--- src/fetch_pkg.sv ---
/*
  Shared widths and constants of the instruction fetch frontend.
  Only uncompressed RV32 instructions are handled, so every fetch address
  is word aligned and the PC advances by a fixed step of four bytes.
*/
`default_nettype none

package fetch_pkg;

    // --------------------------------------------------------------------------
    // widths with a meaning
    // --------------------------------------------------------------------------

    // byte address of a fetch or of an instruction
    typedef logic [31:0] addr_t;

    // one raw instruction word as returned by the memory
    typedef logic [31:0] instr_t;

    // 2-bit saturating branch counter
    // 0 and 1 predict not taken, 2 and 3 predict taken
    typedef logic [1:0] bht_cnt_t;

    // --------------------------------------------------------------------------
    // instruction field constants
    // --------------------------------------------------------------------------

    // major opcode of conditional branches (beq, bne, blt, ...)
    localparam logic [6:0] OPC_BRANCH = 7'b1100011;

    // major opcode of jal, the direct jump with a J-type immediate
    localparam logic [6:0] OPC_JAL = 7'b1101111;

    // sequential PC step, one 32-bit instruction
    localparam int INSTR_BYTES = 4;

endpackage

`default_nettype wire

--- src/decoded_if.sv ---
/*
  One scanned instruction passed from the decoder to the PC generator.
  valid simply follows the memory response strobe, there is no handshake.
  The flags and the immediate hold meaning only while valid is high.
*/
`timescale 1ns/1ps
`default_nettype none

interface decoded_if;

    // response strobe, high for one cycle per returned word
    logic              valid;
    // raw instruction word
    fetch_pkg::instr_t instr;
    // conditional branch found
    logic              is_branch;
    // direct jump found
    logic              is_jal;
    // sign-extended B-type or J-type offset, zero otherwise
    fetch_pkg::addr_t  imm;

    // decoder side
    modport scan (
        output valid, instr, is_branch, is_jal, imm
    );

    // pc generator side
    modport gen (
        input valid, instr, is_branch, is_jal, imm
    );

endinterface

`default_nettype wire

--- src/queue_push_if.sv ---
/*
  Write port of the fetch queue, driven by the PC generator.
  The producer must keep push low while full is high; the queue does not
  check this and would overwrite its oldest entry.
*/
`timescale 1ns/1ps
`default_nettype none

interface queue_push_if;

    // write strobe, one entry per cycle at most
    logic              push;
    // address of the fetched instruction
    fetch_pkg::addr_t  pc;
    // fetched instruction word
    fetch_pkg::instr_t instr;
    // prediction made for this instruction
    logic              taken;
    // predicted next PC, pc + 4 when not taken
    fetch_pkg::addr_t  target;
    // queue level, high when no slot is free
    logic              full;

    // pc generator side
    modport gen (
        output push, pc, instr, taken, target,
        input  full
    );

    // queue side
    modport queue (
        input  push, pc, instr, taken, target,
        output full
    );

endinterface

`default_nettype wire

--- src/branch_history.sv ---
/*
  Direct mapped table of 2-bit saturating counters, no tags.
  BhtEntries must be a power of two and at least 2. Aliasing PCs share
  an entry. The lookup is combinational; an update becomes visible to
  the lookup in the cycle after its clock edge.
*/
`timescale 1ns/1ps
`default_nettype none

module branch_history #(
    parameter int unsigned BhtEntries = 16
) (
    input  logic                clk_i,
    input  logic                rst_ni,
    input  fetch_pkg::addr_t    lookup_pc_i,
    output fetch_pkg::bht_cnt_t cnt_o,
    output logic                hit_o,
    input  logic                upd_valid_i,
    input  fetch_pkg::addr_t    upd_pc_i,
    input  logic                upd_taken_i
);

    localparam int unsigned IdxW = $clog2(BhtEntries);

    logic [BhtEntries-1:0] valid_q;
    fetch_pkg::bht_cnt_t   cnt_q [BhtEntries];
    logic [IdxW-1:0]       lookup_idx;
    logic [IdxW-1:0]       upd_idx;
    fetch_pkg::bht_cnt_t   upd_cnt;
    fetch_pkg::bht_cnt_t   cnt_next;

    // word aligned PCs, so index from bit 2 upward
    assign lookup_idx = lookup_pc_i[IdxW+1:2];
    assign upd_idx    = upd_pc_i[IdxW+1:2];

    assign cnt_o   = cnt_q[lookup_idx];
    assign hit_o   = valid_q[lookup_idx];
    assign upd_cnt = cnt_q[upd_idx];

    // new counter value for the resolved branch
    always_comb begin
        if (!valid_q[upd_idx]) begin
            // first sighting, start weakly in the resolved direction
            cnt_next = upd_taken_i ? 2'd2 : 2'd1;
        end else if (upd_taken_i) begin
            cnt_next = (upd_cnt == 2'd3) ? upd_cnt : upd_cnt + 2'd1;
        end else begin
            cnt_next = (upd_cnt == 2'd0) ? upd_cnt : upd_cnt - 2'd1;
        end
    end

    always_ff @(posedge clk_i or negedge rst_ni) begin
        if (!rst_ni) begin
            valid_q <= '0;
        end else if (upd_valid_i) begin
            valid_q[upd_idx] <= 1'b1;
        end
    end

    always_ff @(posedge clk_i) begin
        if (upd_valid_i) begin
            cnt_q[upd_idx] <= cnt_next;
        end
    end

endmodule

`default_nettype wire

--- src/fetch_frontend.sv ---
/*
  Fetch frontend top: scan, PC generation and fetch queue.
  The instruction memory must return the word one cycle after each
  request, with no back-pressure of its own. A mispredict on the resolve
  port redirects fetch and empties the queue in the same cycle.
*/
`timescale 1ns/1ps
`default_nettype none

module fetch_frontend #(
    parameter fetch_pkg::addr_t BootAddr   = '0,
    parameter int unsigned      BhtEntries = 16,
    parameter int unsigned      QueueDepth = 4
) (
    input  logic              clk_i,
    input  logic              rst_ni,
    // instruction memory
    output logic              imem_req_o,
    output fetch_pkg::addr_t  imem_addr_o,
    input  logic              imem_valid_i,
    input  fetch_pkg::instr_t imem_rdata_i,
    // branch resolution from the back end
    input  logic              resolve_valid_i,
    input  logic              resolve_is_branch_i,
    input  fetch_pkg::addr_t  resolve_pc_i,
    input  logic              resolve_taken_i,
    input  logic              resolve_mispredict_i,
    input  fetch_pkg::addr_t  resolve_target_i,
    // fetched instructions toward the back end
    output logic              fetch_valid_o,
    input  logic              fetch_ready_i,
    output fetch_pkg::addr_t  fetch_pc_o,
    output fetch_pkg::instr_t fetch_instr_o,
    output logic              fetch_taken_o,
    output fetch_pkg::addr_t  fetch_target_o
);

    logic flush;

    decoded_if    dec_if ();
    queue_push_if push_if ();

    instr_scan i_instr_scan (
        .rsp_valid_i (imem_valid_i),
        .rsp_data_i  (imem_rdata_i),
        .dec         (dec_if.scan)
    );

    pc_gen #(
        .BootAddr   (BootAddr),
        .BhtEntries (BhtEntries)
    ) i_pc_gen (
        .clk_i                (clk_i),
        .rst_ni               (rst_ni),
        .dec                  (dec_if.gen),
        .push                 (push_if.gen),
        .resolve_valid_i      (resolve_valid_i),
        .resolve_is_branch_i  (resolve_is_branch_i),
        .resolve_pc_i         (resolve_pc_i),
        .resolve_taken_i      (resolve_taken_i),
        .resolve_mispredict_i (resolve_mispredict_i),
        .resolve_target_i     (resolve_target_i),
        .imem_req_o           (imem_req_o),
        .imem_addr_o          (imem_addr_o),
        .flush_o              (flush)
    );

    fetch_queue #(
        .QueueDepth (QueueDepth)
    ) i_fetch_queue (
        .clk_i          (clk_i),
        .rst_ni         (rst_ni),
        .flush_i        (flush),
        .push           (push_if.queue),
        .fetch_valid_o  (fetch_valid_o),
        .fetch_ready_i  (fetch_ready_i),
        .fetch_pc_o     (fetch_pc_o),
        .fetch_instr_o  (fetch_instr_o),
        .fetch_taken_o  (fetch_taken_o),
        .fetch_target_o (fetch_target_o)
    );

endmodule

`default_nettype wire

--- src/fetch_queue.sv ---
/*
  In-order FIFO of predicted fetch entries toward the back end.
  QueueDepth must be at least 2 and need not be a power of two.
  flush_i empties the queue at the next edge and wins over a push.
  An entry is visible at fetch_valid_o one cycle after its push.
*/
`timescale 1ns/1ps
`default_nettype none

module fetch_queue #(
    parameter int unsigned QueueDepth = 4
) (
    input  logic              clk_i,
    input  logic              rst_ni,
    input  logic              flush_i,
    queue_push_if.queue       push,
    output logic              fetch_valid_o,
    input  logic              fetch_ready_i,
    output fetch_pkg::addr_t  fetch_pc_o,
    output fetch_pkg::instr_t fetch_instr_o,
    output logic              fetch_taken_o,
    output fetch_pkg::addr_t  fetch_target_o
);

    localparam int unsigned PtrW = $clog2(QueueDepth);
    localparam int unsigned CntW = $clog2(QueueDepth + 1);

    // entry storage
    fetch_pkg::addr_t  pc_mem     [QueueDepth];
    fetch_pkg::instr_t instr_mem  [QueueDepth];
    fetch_pkg::addr_t  target_mem [QueueDepth];
    logic [QueueDepth-1:0] taken_mem;

    logic [PtrW-1:0] rd_ptr_q;
    logic [PtrW-1:0] wr_ptr_q;
    logic [CntW-1:0] count_q;
    logic            pop;

    // wrap at QueueDepth, not at the pointer width
    function automatic logic [PtrW-1:0] ptr_next(input logic [PtrW-1:0] ptr);
        if (ptr == PtrW'(QueueDepth - 1)) begin
            return '0;
        end
        return ptr + 1'b1;
    endfunction

    assign fetch_valid_o = (count_q != '0);
    assign push.full     = (count_q == CntW'(QueueDepth));
    assign pop           = fetch_valid_o && fetch_ready_i;

    // head of queue
    assign fetch_pc_o     = pc_mem[rd_ptr_q];
    assign fetch_instr_o  = instr_mem[rd_ptr_q];
    assign fetch_taken_o  = taken_mem[rd_ptr_q];
    assign fetch_target_o = target_mem[rd_ptr_q];

    // --------------------------------------------------------------------------
    // pointers and fill level
    // --------------------------------------------------------------------------

    always_ff @(posedge clk_i or negedge rst_ni) begin
        if (!rst_ni) begin
            rd_ptr_q <= '0;
            wr_ptr_q <= '0;
            count_q  <= '0;
        end else if (flush_i) begin
            rd_ptr_q <= '0;
            wr_ptr_q <= '0;
            count_q  <= '0;
        end else begin
            if (push.push) begin
                wr_ptr_q <= ptr_next(wr_ptr_q);
            end
            if (pop) begin
                rd_ptr_q <= ptr_next(rd_ptr_q);
            end
            // simultaneous push and pop keep the level
            if (push.push && !pop) begin
                count_q <= count_q + 1'b1;
            end else if (pop && !push.push) begin
                count_q <= count_q - 1'b1;
            end
        end
    end

    always_ff @(posedge clk_i) begin
        if (push.push) begin
            pc_mem[wr_ptr_q]     <= push.pc;
            instr_mem[wr_ptr_q]  <= push.instr;
            taken_mem[wr_ptr_q]  <= push.taken;
            target_mem[wr_ptr_q] <= push.target;
        end
    end

    count_in_range: assert property (@(posedge clk_i) disable iff (!rst_ni)
        count_q <= CntW'(QueueDepth))
        else $error("fetch queue level above its depth");

endmodule

`default_nettype wire

--- src/instr_scan.sv ---
/*
  Pure combinational scan of one returned word for control flow.
  Only conditional branches and jal are recognised; jalr and all other
  opcodes report no flag and a zero immediate. The word is assumed to be
  a 32-bit instruction, compressed encodings are not looked at.
*/
`timescale 1ns/1ps
`default_nettype none

module instr_scan (
    input  logic              rsp_valid_i,
    input  fetch_pkg::instr_t rsp_data_i,
    decoded_if.scan           dec
);

    logic [6:0]       opcode;
    fetch_pkg::addr_t b_imm;
    fetch_pkg::addr_t j_imm;

    assign opcode = rsp_data_i[6:0];

    // --------------------------------------------------------------------------
    // immediate assembly
    // --------------------------------------------------------------------------

    // B-type: imm[12|10:5] in 31:25, imm[4:1|11] in 11:7
    assign b_imm = {{20{rsp_data_i[31]}}, rsp_data_i[7], rsp_data_i[30:25],
                    rsp_data_i[11:8], 1'b0};

    // J-type: imm[20|10:1|11|19:12] in 31:12
    assign j_imm = {{12{rsp_data_i[31]}}, rsp_data_i[19:12], rsp_data_i[20],
                    rsp_data_i[30:21], 1'b0};

    // --------------------------------------------------------------------------
    // classification
    // --------------------------------------------------------------------------

    // strobe and word pass straight through
    assign dec.valid = rsp_valid_i;
    assign dec.instr = rsp_data_i;

    assign dec.is_branch = (opcode == fetch_pkg::OPC_BRANCH);
    assign dec.is_jal    = (opcode == fetch_pkg::OPC_JAL);

    always_comb begin
        if (dec.is_branch) begin
            dec.imm = b_imm;
        end else if (dec.is_jal) begin
            dec.imm = j_imm;
        end else begin
            // no control flow, keep the offset quiet
            dec.imm = '0;
        end
    end

endmodule

`default_nettype wire

--- src/pc_gen.sv ---
/*
  Next PC selection with static and history based branch prediction.
  Assumes the memory answers every request exactly one cycle later, so at
  most one request is outstanding. JALR is not predicted and falls through.
  A response that meets a full queue is dropped and its address refetched.
*/
`timescale 1ns/1ps
`default_nettype none

module pc_gen #(
    parameter fetch_pkg::addr_t BootAddr   = '0,
    parameter int unsigned      BhtEntries = 16
) (
    input  logic             clk_i,
    input  logic             rst_ni,
    decoded_if.gen           dec,
    queue_push_if.gen        push,
    input  logic             resolve_valid_i,
    input  logic             resolve_is_branch_i,
    input  fetch_pkg::addr_t resolve_pc_i,
    input  logic             resolve_taken_i,
    input  logic             resolve_mispredict_i,
    input  fetch_pkg::addr_t resolve_target_i,
    output logic             imem_req_o,
    output fetch_pkg::addr_t imem_addr_o,
    output logic             flush_o
);

    fetch_pkg::addr_t    npc_q;
    fetch_pkg::addr_t    req_addr_q;
    fetch_pkg::addr_t    pred_target;
    logic                first_q;
    logic                req_q;
    logic                rsp_valid;
    logic                mispredict;
    logic                pred_taken;
    logic                bht_hit;
    fetch_pkg::bht_cnt_t bht_cnt;

    // lookup is keyed by the address whose word is coming back
    branch_history #(
        .BhtEntries (BhtEntries)
    ) i_branch_history (
        .clk_i       (clk_i),
        .rst_ni      (rst_ni),
        .lookup_pc_i (req_addr_q),
        .cnt_o       (bht_cnt),
        .hit_o       (bht_hit),
        .upd_valid_i (resolve_valid_i && resolve_is_branch_i),
        .upd_pc_i    (resolve_pc_i),
        .upd_taken_i (resolve_taken_i)
    );

    assign mispredict = resolve_valid_i && resolve_mispredict_i;
    assign flush_o    = mispredict;
    // ignore strobes for requests made while in reset
    assign rsp_valid  = dec.valid && req_q;

    // --------------------------------------------------------------------------
    // prediction
    // --------------------------------------------------------------------------

    always_comb begin
        if (dec.is_jal) begin
            pred_taken = 1'b1;
        end else if (dec.is_branch) begin
            // history first, else backward taken and forward not taken
            pred_taken = bht_hit ? (bht_cnt >= 2'd2) : dec.imm[31];
        end else begin
            pred_taken = 1'b0;
        end
    end

    assign pred_target = pred_taken ? req_addr_q + dec.imm
                       : req_addr_q + fetch_pkg::addr_t'(fetch_pkg::INSTR_BYTES);

    // --------------------------------------------------------------------------
    // address selection
    // --------------------------------------------------------------------------

    // no request while full, the address is then only held in npc_q
    // a redirect still requests, the queue is empty again at the next edge
    assign imem_req_o = !push.full || mispredict;

    always_comb begin
        if (mispredict) begin
            imem_addr_o = resolve_target_i;
        end else if (rsp_valid && push.full) begin
            // replay, the word could not be queued
            imem_addr_o = req_addr_q;
        end else if (rsp_valid) begin
            imem_addr_o = pred_target;
        end else if (first_q) begin
            imem_addr_o = BootAddr;
        end else begin
            imem_addr_o = npc_q;
        end
    end

    always_ff @(posedge clk_i or negedge rst_ni) begin
        if (!rst_ni) begin
            first_q <= 1'b1;
            req_q   <= 1'b0;
        end else begin
            first_q <= 1'b0;
            req_q   <= imem_req_o;
        end
    end

    always_ff @(posedge clk_i) begin
        npc_q <= imem_addr_o;
        if (imem_req_o) begin
            req_addr_q <= imem_addr_o;
        end
    end

    // queue write, the response is dropped on a redirect
    assign push.push   = rsp_valid && !push.full && !mispredict;
    assign push.pc     = req_addr_q;
    assign push.instr  = dec.instr;
    assign push.taken  = pred_taken;
    assign push.target = pred_target;

    // the memory must answer each request in the following cycle
    mem_answers_next: assert property (@(posedge clk_i) disable iff (!rst_ni)
        imem_req_o |=> dec.valid)
        else $error("instruction memory missed its response cycle");

endmodule

`default_nettype wire

--- config.mk ---
export PLATFORM = sky130hd
export DESIGN_NAME = fetch_frontend
export DESIGN_NICKNAME = d
export VERILOG_FILES = /design/src/fetch_pkg.sv /design/src/decoded_if.sv /design/src/queue_push_if.sv /design/src/branch_history.sv /design/src/fetch_frontend.sv /design/src/fetch_queue.sv /design/src/instr_scan.sv /design/src/pc_gen.sv
export SDC_FILE = /design/constraint.sdc
export NUM_CORES = 1
export LEC_CHECK = 0
export ABC_AREA = 1
export BUFFER_PORTS_ARGS = -buffer_cell sky130_fd_sc_hd__clkbuf_2
export CORE_MARGIN = 4
export CORE_UTILIZATION = 55
export CTS_BUF_LIST = sky130_fd_sc_hd__clkbuf_16
export DETAILED_ROUTE_END_ITERATION = 10
export GPL_TIMING_DRIVEN = 0
export PLACE_DENSITY = 0.75
export SYNTH_ARGS = -nofsm -noshare
export SYNTH_HDL_FRONTEND = slang
export SYNTH_HIERARCHICAL = 1
export SYNTH_SLANG_ARGS = --single-unit
--- constraint.sdc ---
create_clock -name clk_i -period 4.1 [get_ports clk_i]
set_clock_uncertainty 0.05 [all_clocks]
set_input_delay 0.82 -clock clk_i [delete_from_list [all_inputs] [get_ports clk_i]]
set_output_delay 0.82 -clock clk_i [all_outputs]
set_load 0.005 [all_outputs]
==> summary.md <==
| Metric | Value |
|---|---|
| P per Cell Area | `around 660 nW/µm²` |
| Cell chosen for the clock root | `clkbuf_16` |
| Overall die height | `218 µm` |
| Number of global-route vias before repair | `around 19000` |
| Post-route antenna net violation count | `0` |
| Pre-CTS setup slack | `-1.21 ns` |
| Class of the worst hold path | `in -> async` |
| Number of buffers added on ports | `205` |
| Aggregate global-route resource usage | `31.4%` |
| Mean Syn Cell Area | `approximately 10 µm²` |
| Overall die area | `47300 µm²` |
| Number of CTS-inserted buffers | `between 40 and 50` |
| Setup crit start kind | `input port` |
| Layout cells sized above 1 | `35.8%` |
| Global-route wire length before repair | `between 100000 and 150000 µm` |
| Number of standard cells in the final layout excluding fillers | `3412` |
| CP Max Fanout | `5` |
| Number of buffers inserted for hold repair after clock tree synthesis | `0` |
| Deepest level of the CTS H-tree | `2` |
| Pin count of the biggest net entering global routing | `36` |
| Total negative slack for setup checks | `-1.51 ns` |
| Critical path start-end classification | `in -> out` |
| Max Transition Viols Final | `0` |
| Maximum buffer depth of the clock tree | `3` |
| Core region area | `43300 µm²` |
| Clock Power Share | `19.5%` |
| Clock transition at the registers of the reported paths | `around 0.06 ns` |
| Area growth from synthesis to layout | `29.9%` |
| Unrepaired setup endpoints after global routing | `true` |
| Number of violations of the max-capacitance limit | `0` |
| Boundary Pins | `235` |
| Routed via count divided by cell count | `5.86` |
| Die W | `218 µm` |
| CTS Sinks | `509` |
| Nature of the critical path endpoint | `output pin` |
| Required time of the worst setup path | `~3.2 ns` |
| Number of setup violations in the final report | `31` |
| Data arrival time of the critical path | `3.38 ns` |
| Pin slew with the least headroom to its limit | `~1.2 ns` |
| Clock period minus worst slack | `4.25 ns` |
| Leakage power figure | `~0.013 µW` |
| Post-synthesis instance total | `2381` |
| Net count of the mapped netlist | `~2500` |
| Net count, final | `slightly below 3000` |
| Part of the total power dissipated in sequential elements | `38.1%` |
| Placed cell count | `3181` |
| HPWL after detailed placement | `approximately 52000 µm` |
| Post-layout utilization of the core | `72.5%` |
| Setup slack of the critical path after layout | `-0.148 ns` |
| Number of antenna violations at the first check in global routing | `2` |
| Total number of vias | `20000` |
| Maximum ir drop on the vdd rail | `just over 500 µV` |
| Insertion delay to the later sink of the worst-skew pair | `0.60 ns` |
| Drt pass-1 iters | `6` |
| Final hold violations | `0` |
| Maximum frequency from static timing analysis | `0.235 GHz` |
| Final routed DRC violation total | `0` |
| Number of DRC markers in iteration 0 | `2299` |
| Yosys warning total | `6` |
| Failing checks | `negative setup slack` |
| Result of the run | `finished, violations left` |
| Overflow left after global routing | `0` |
| Net Sw Power | `about 8300 µW` |
| Routed wirelength normalized by instance count | `between 20 and 25 µm` |
| Internal | `12600 µW` |
| Initial Util | `55.8%` |
| Slew Limit Headroom | `20.0%` |
| Synth Cell Area | `about 24000 µm²` |
| Total detailed-routing wirelength | `78100 µm` |
| Net Sw Frac | `39.6%` |
| Share of the cycle needed by the critical path after routing | `104%` |
| Global placer's final weighted congestion | `0.986` |
| Portion of total power attributed to combinational logic | `42.4%` |
| Number of rows created at floorplan | `76` |
| CTS tree | `yes` |
[through the flow]
step | area (µm²) | power (µW) | hold slack, ns
after floorplan | 24200 | 11400 | 0.389
after global placement | 25900 | 14500 | 0.413
after detailed placement | 26100 | 14700 | 0.419
after CTS | 29700 | 19700 | 0.219
after global routing | 31400 | 21700 | 0.250
final | 31400 | 20800 | 0.229
[per-layer routing]
| layer | GRT usage [%] | vias to the layer above | routed length [µm] |
|---|---|---|---|
| met2 | 50.9 | 1101 | 37100 |
| met4 | 10.4 | 0 | 3390 |
| met1 | 43.1 | 9709 | 30000 |
| met5 | 0 | - | 0 |
| met3 | 5.92 | 215 | 7710 |
| li1 | - | 8979 | - |
[layout by cell type (no fill, tap or decap), types with 27 or more instances in the layout]
cell type    n
a21oi_2     34
buf_4      194
buf_6       46
clkbuf_1    39
clkbuf_16   53
clkbuf_2   187
dfxtp_1     32
edfxtp_1   452
ha_4        28
inv_1      174
inv_2       27
nand2_1    288
nand2_2    150
nand2_4     74
nand3_1     40
nand3_2     28
nor2_1     279
o21ai_0    157
o21ai_1     87
o22ai_1     97
[worst max-delay path, stage by stage]
cell,delay [ns]
clkbuf_8,0.12
nand2_1,0.06
inv_1,0.06
nand2_2,0.06
nor2_4,0.18
buf_12,0.15
buf_8,0.13
nand2_4,0.06
nand2_4,0.07
ha_4,0.23
a21oi_4,0.19
nand2_4,0.09
nand2_2,0.08
nand2_2,0.09
inv_2,0.11
o21bai_4,0.10
nand2_1,0.10
nand2_2,0.07
o21ai_4,0.14
nand2_2,0.09
a21oi_4,0.21
buf_8,0.14
[what timing repair did]
action                                  in CTS  in global routing
resized for setup                          345                360
setup buffers                               73                 61
pin swaps                                   74                205
cloned                                       5                  4
endpoints found under the setup margin      32                 32
[path summary, 6_finish.rpt]
check / start / to / slack (ns) / cells after the start
worst min-delay path: rst_ni / i_fetch_queue/rd_ptr_q[1] / 0.23 / 1
worst max register to register: i_fetch_queue/count_q[2] / i_fetch_queue/instr_mem[1][25] / 0.49 / 9
max in group asynchronous: rst_ni / i_pc_gen/i_branch_history/valid_q[0] / 3.29 / 1
min in group clk_i: i_pc_gen/i_branch_history/valid_q[1] / i_pc_gen/i_branch_history/valid_q[1] / 0.43 / 2
worst max-delay path: imem_rdata_i[3] / imem_addr_o[13] / -0.15 / 22
worst min register to register: i_pc_gen/i_branch_history/valid_q[1] / i_pc_gen/i_branch_history/valid_q[1] / 0.43 / 2
[sequential cells by signal, indices dropped and copies added, names as in the netlist]
| signal | count |
|---|---|
| i_fetch_queue/instr_mem | 128 |
| i_fetch_queue/pc_mem | 128 |
| i_fetch_queue/target_mem | 128 |
| i_pc_gen/i_branch_history/cnt_q | 32 |
| i_pc_gen/npc_q | 32 |
| i_pc_gen/push.pc | 32 |
| i_pc_gen/i_branch_history/valid_q | 16 |
| i_fetch_queue/taken_mem | 4 |
| i_fetch_queue/count_q | 3 |
| i_fetch_queue/rd_ptr_q | 2 |
| i_fetch_queue/wr_ptr_q | 2 |
| i_pc_gen/first_q | 1 |
| i_pc_gen/req_q | 1 |
[final cells by class]
type,count,area (µm²)
tap,585,732
inverter,189,742
timing repair buffer,353,2500
clock buffer,49,1230
clock inverter,41,194
multi-input combinational,1508,9790
fill,2918,11900
antenna,2,5.00
buffer,176,1350
sequential,509,14800
[power groups by stage]
stage,combinational (µW),sequential [µW],clock (µW)
2_1_floorplan,3800,7620,0
3_3_place_gp,6480,7990,0
3_5_place_dp,6690,7970,0
4_1_cts,7780,7870,4090
5_1_grt,9370,7990,4340
6_report,8830,7940,4070
Power figures use the tool's default switching activity.
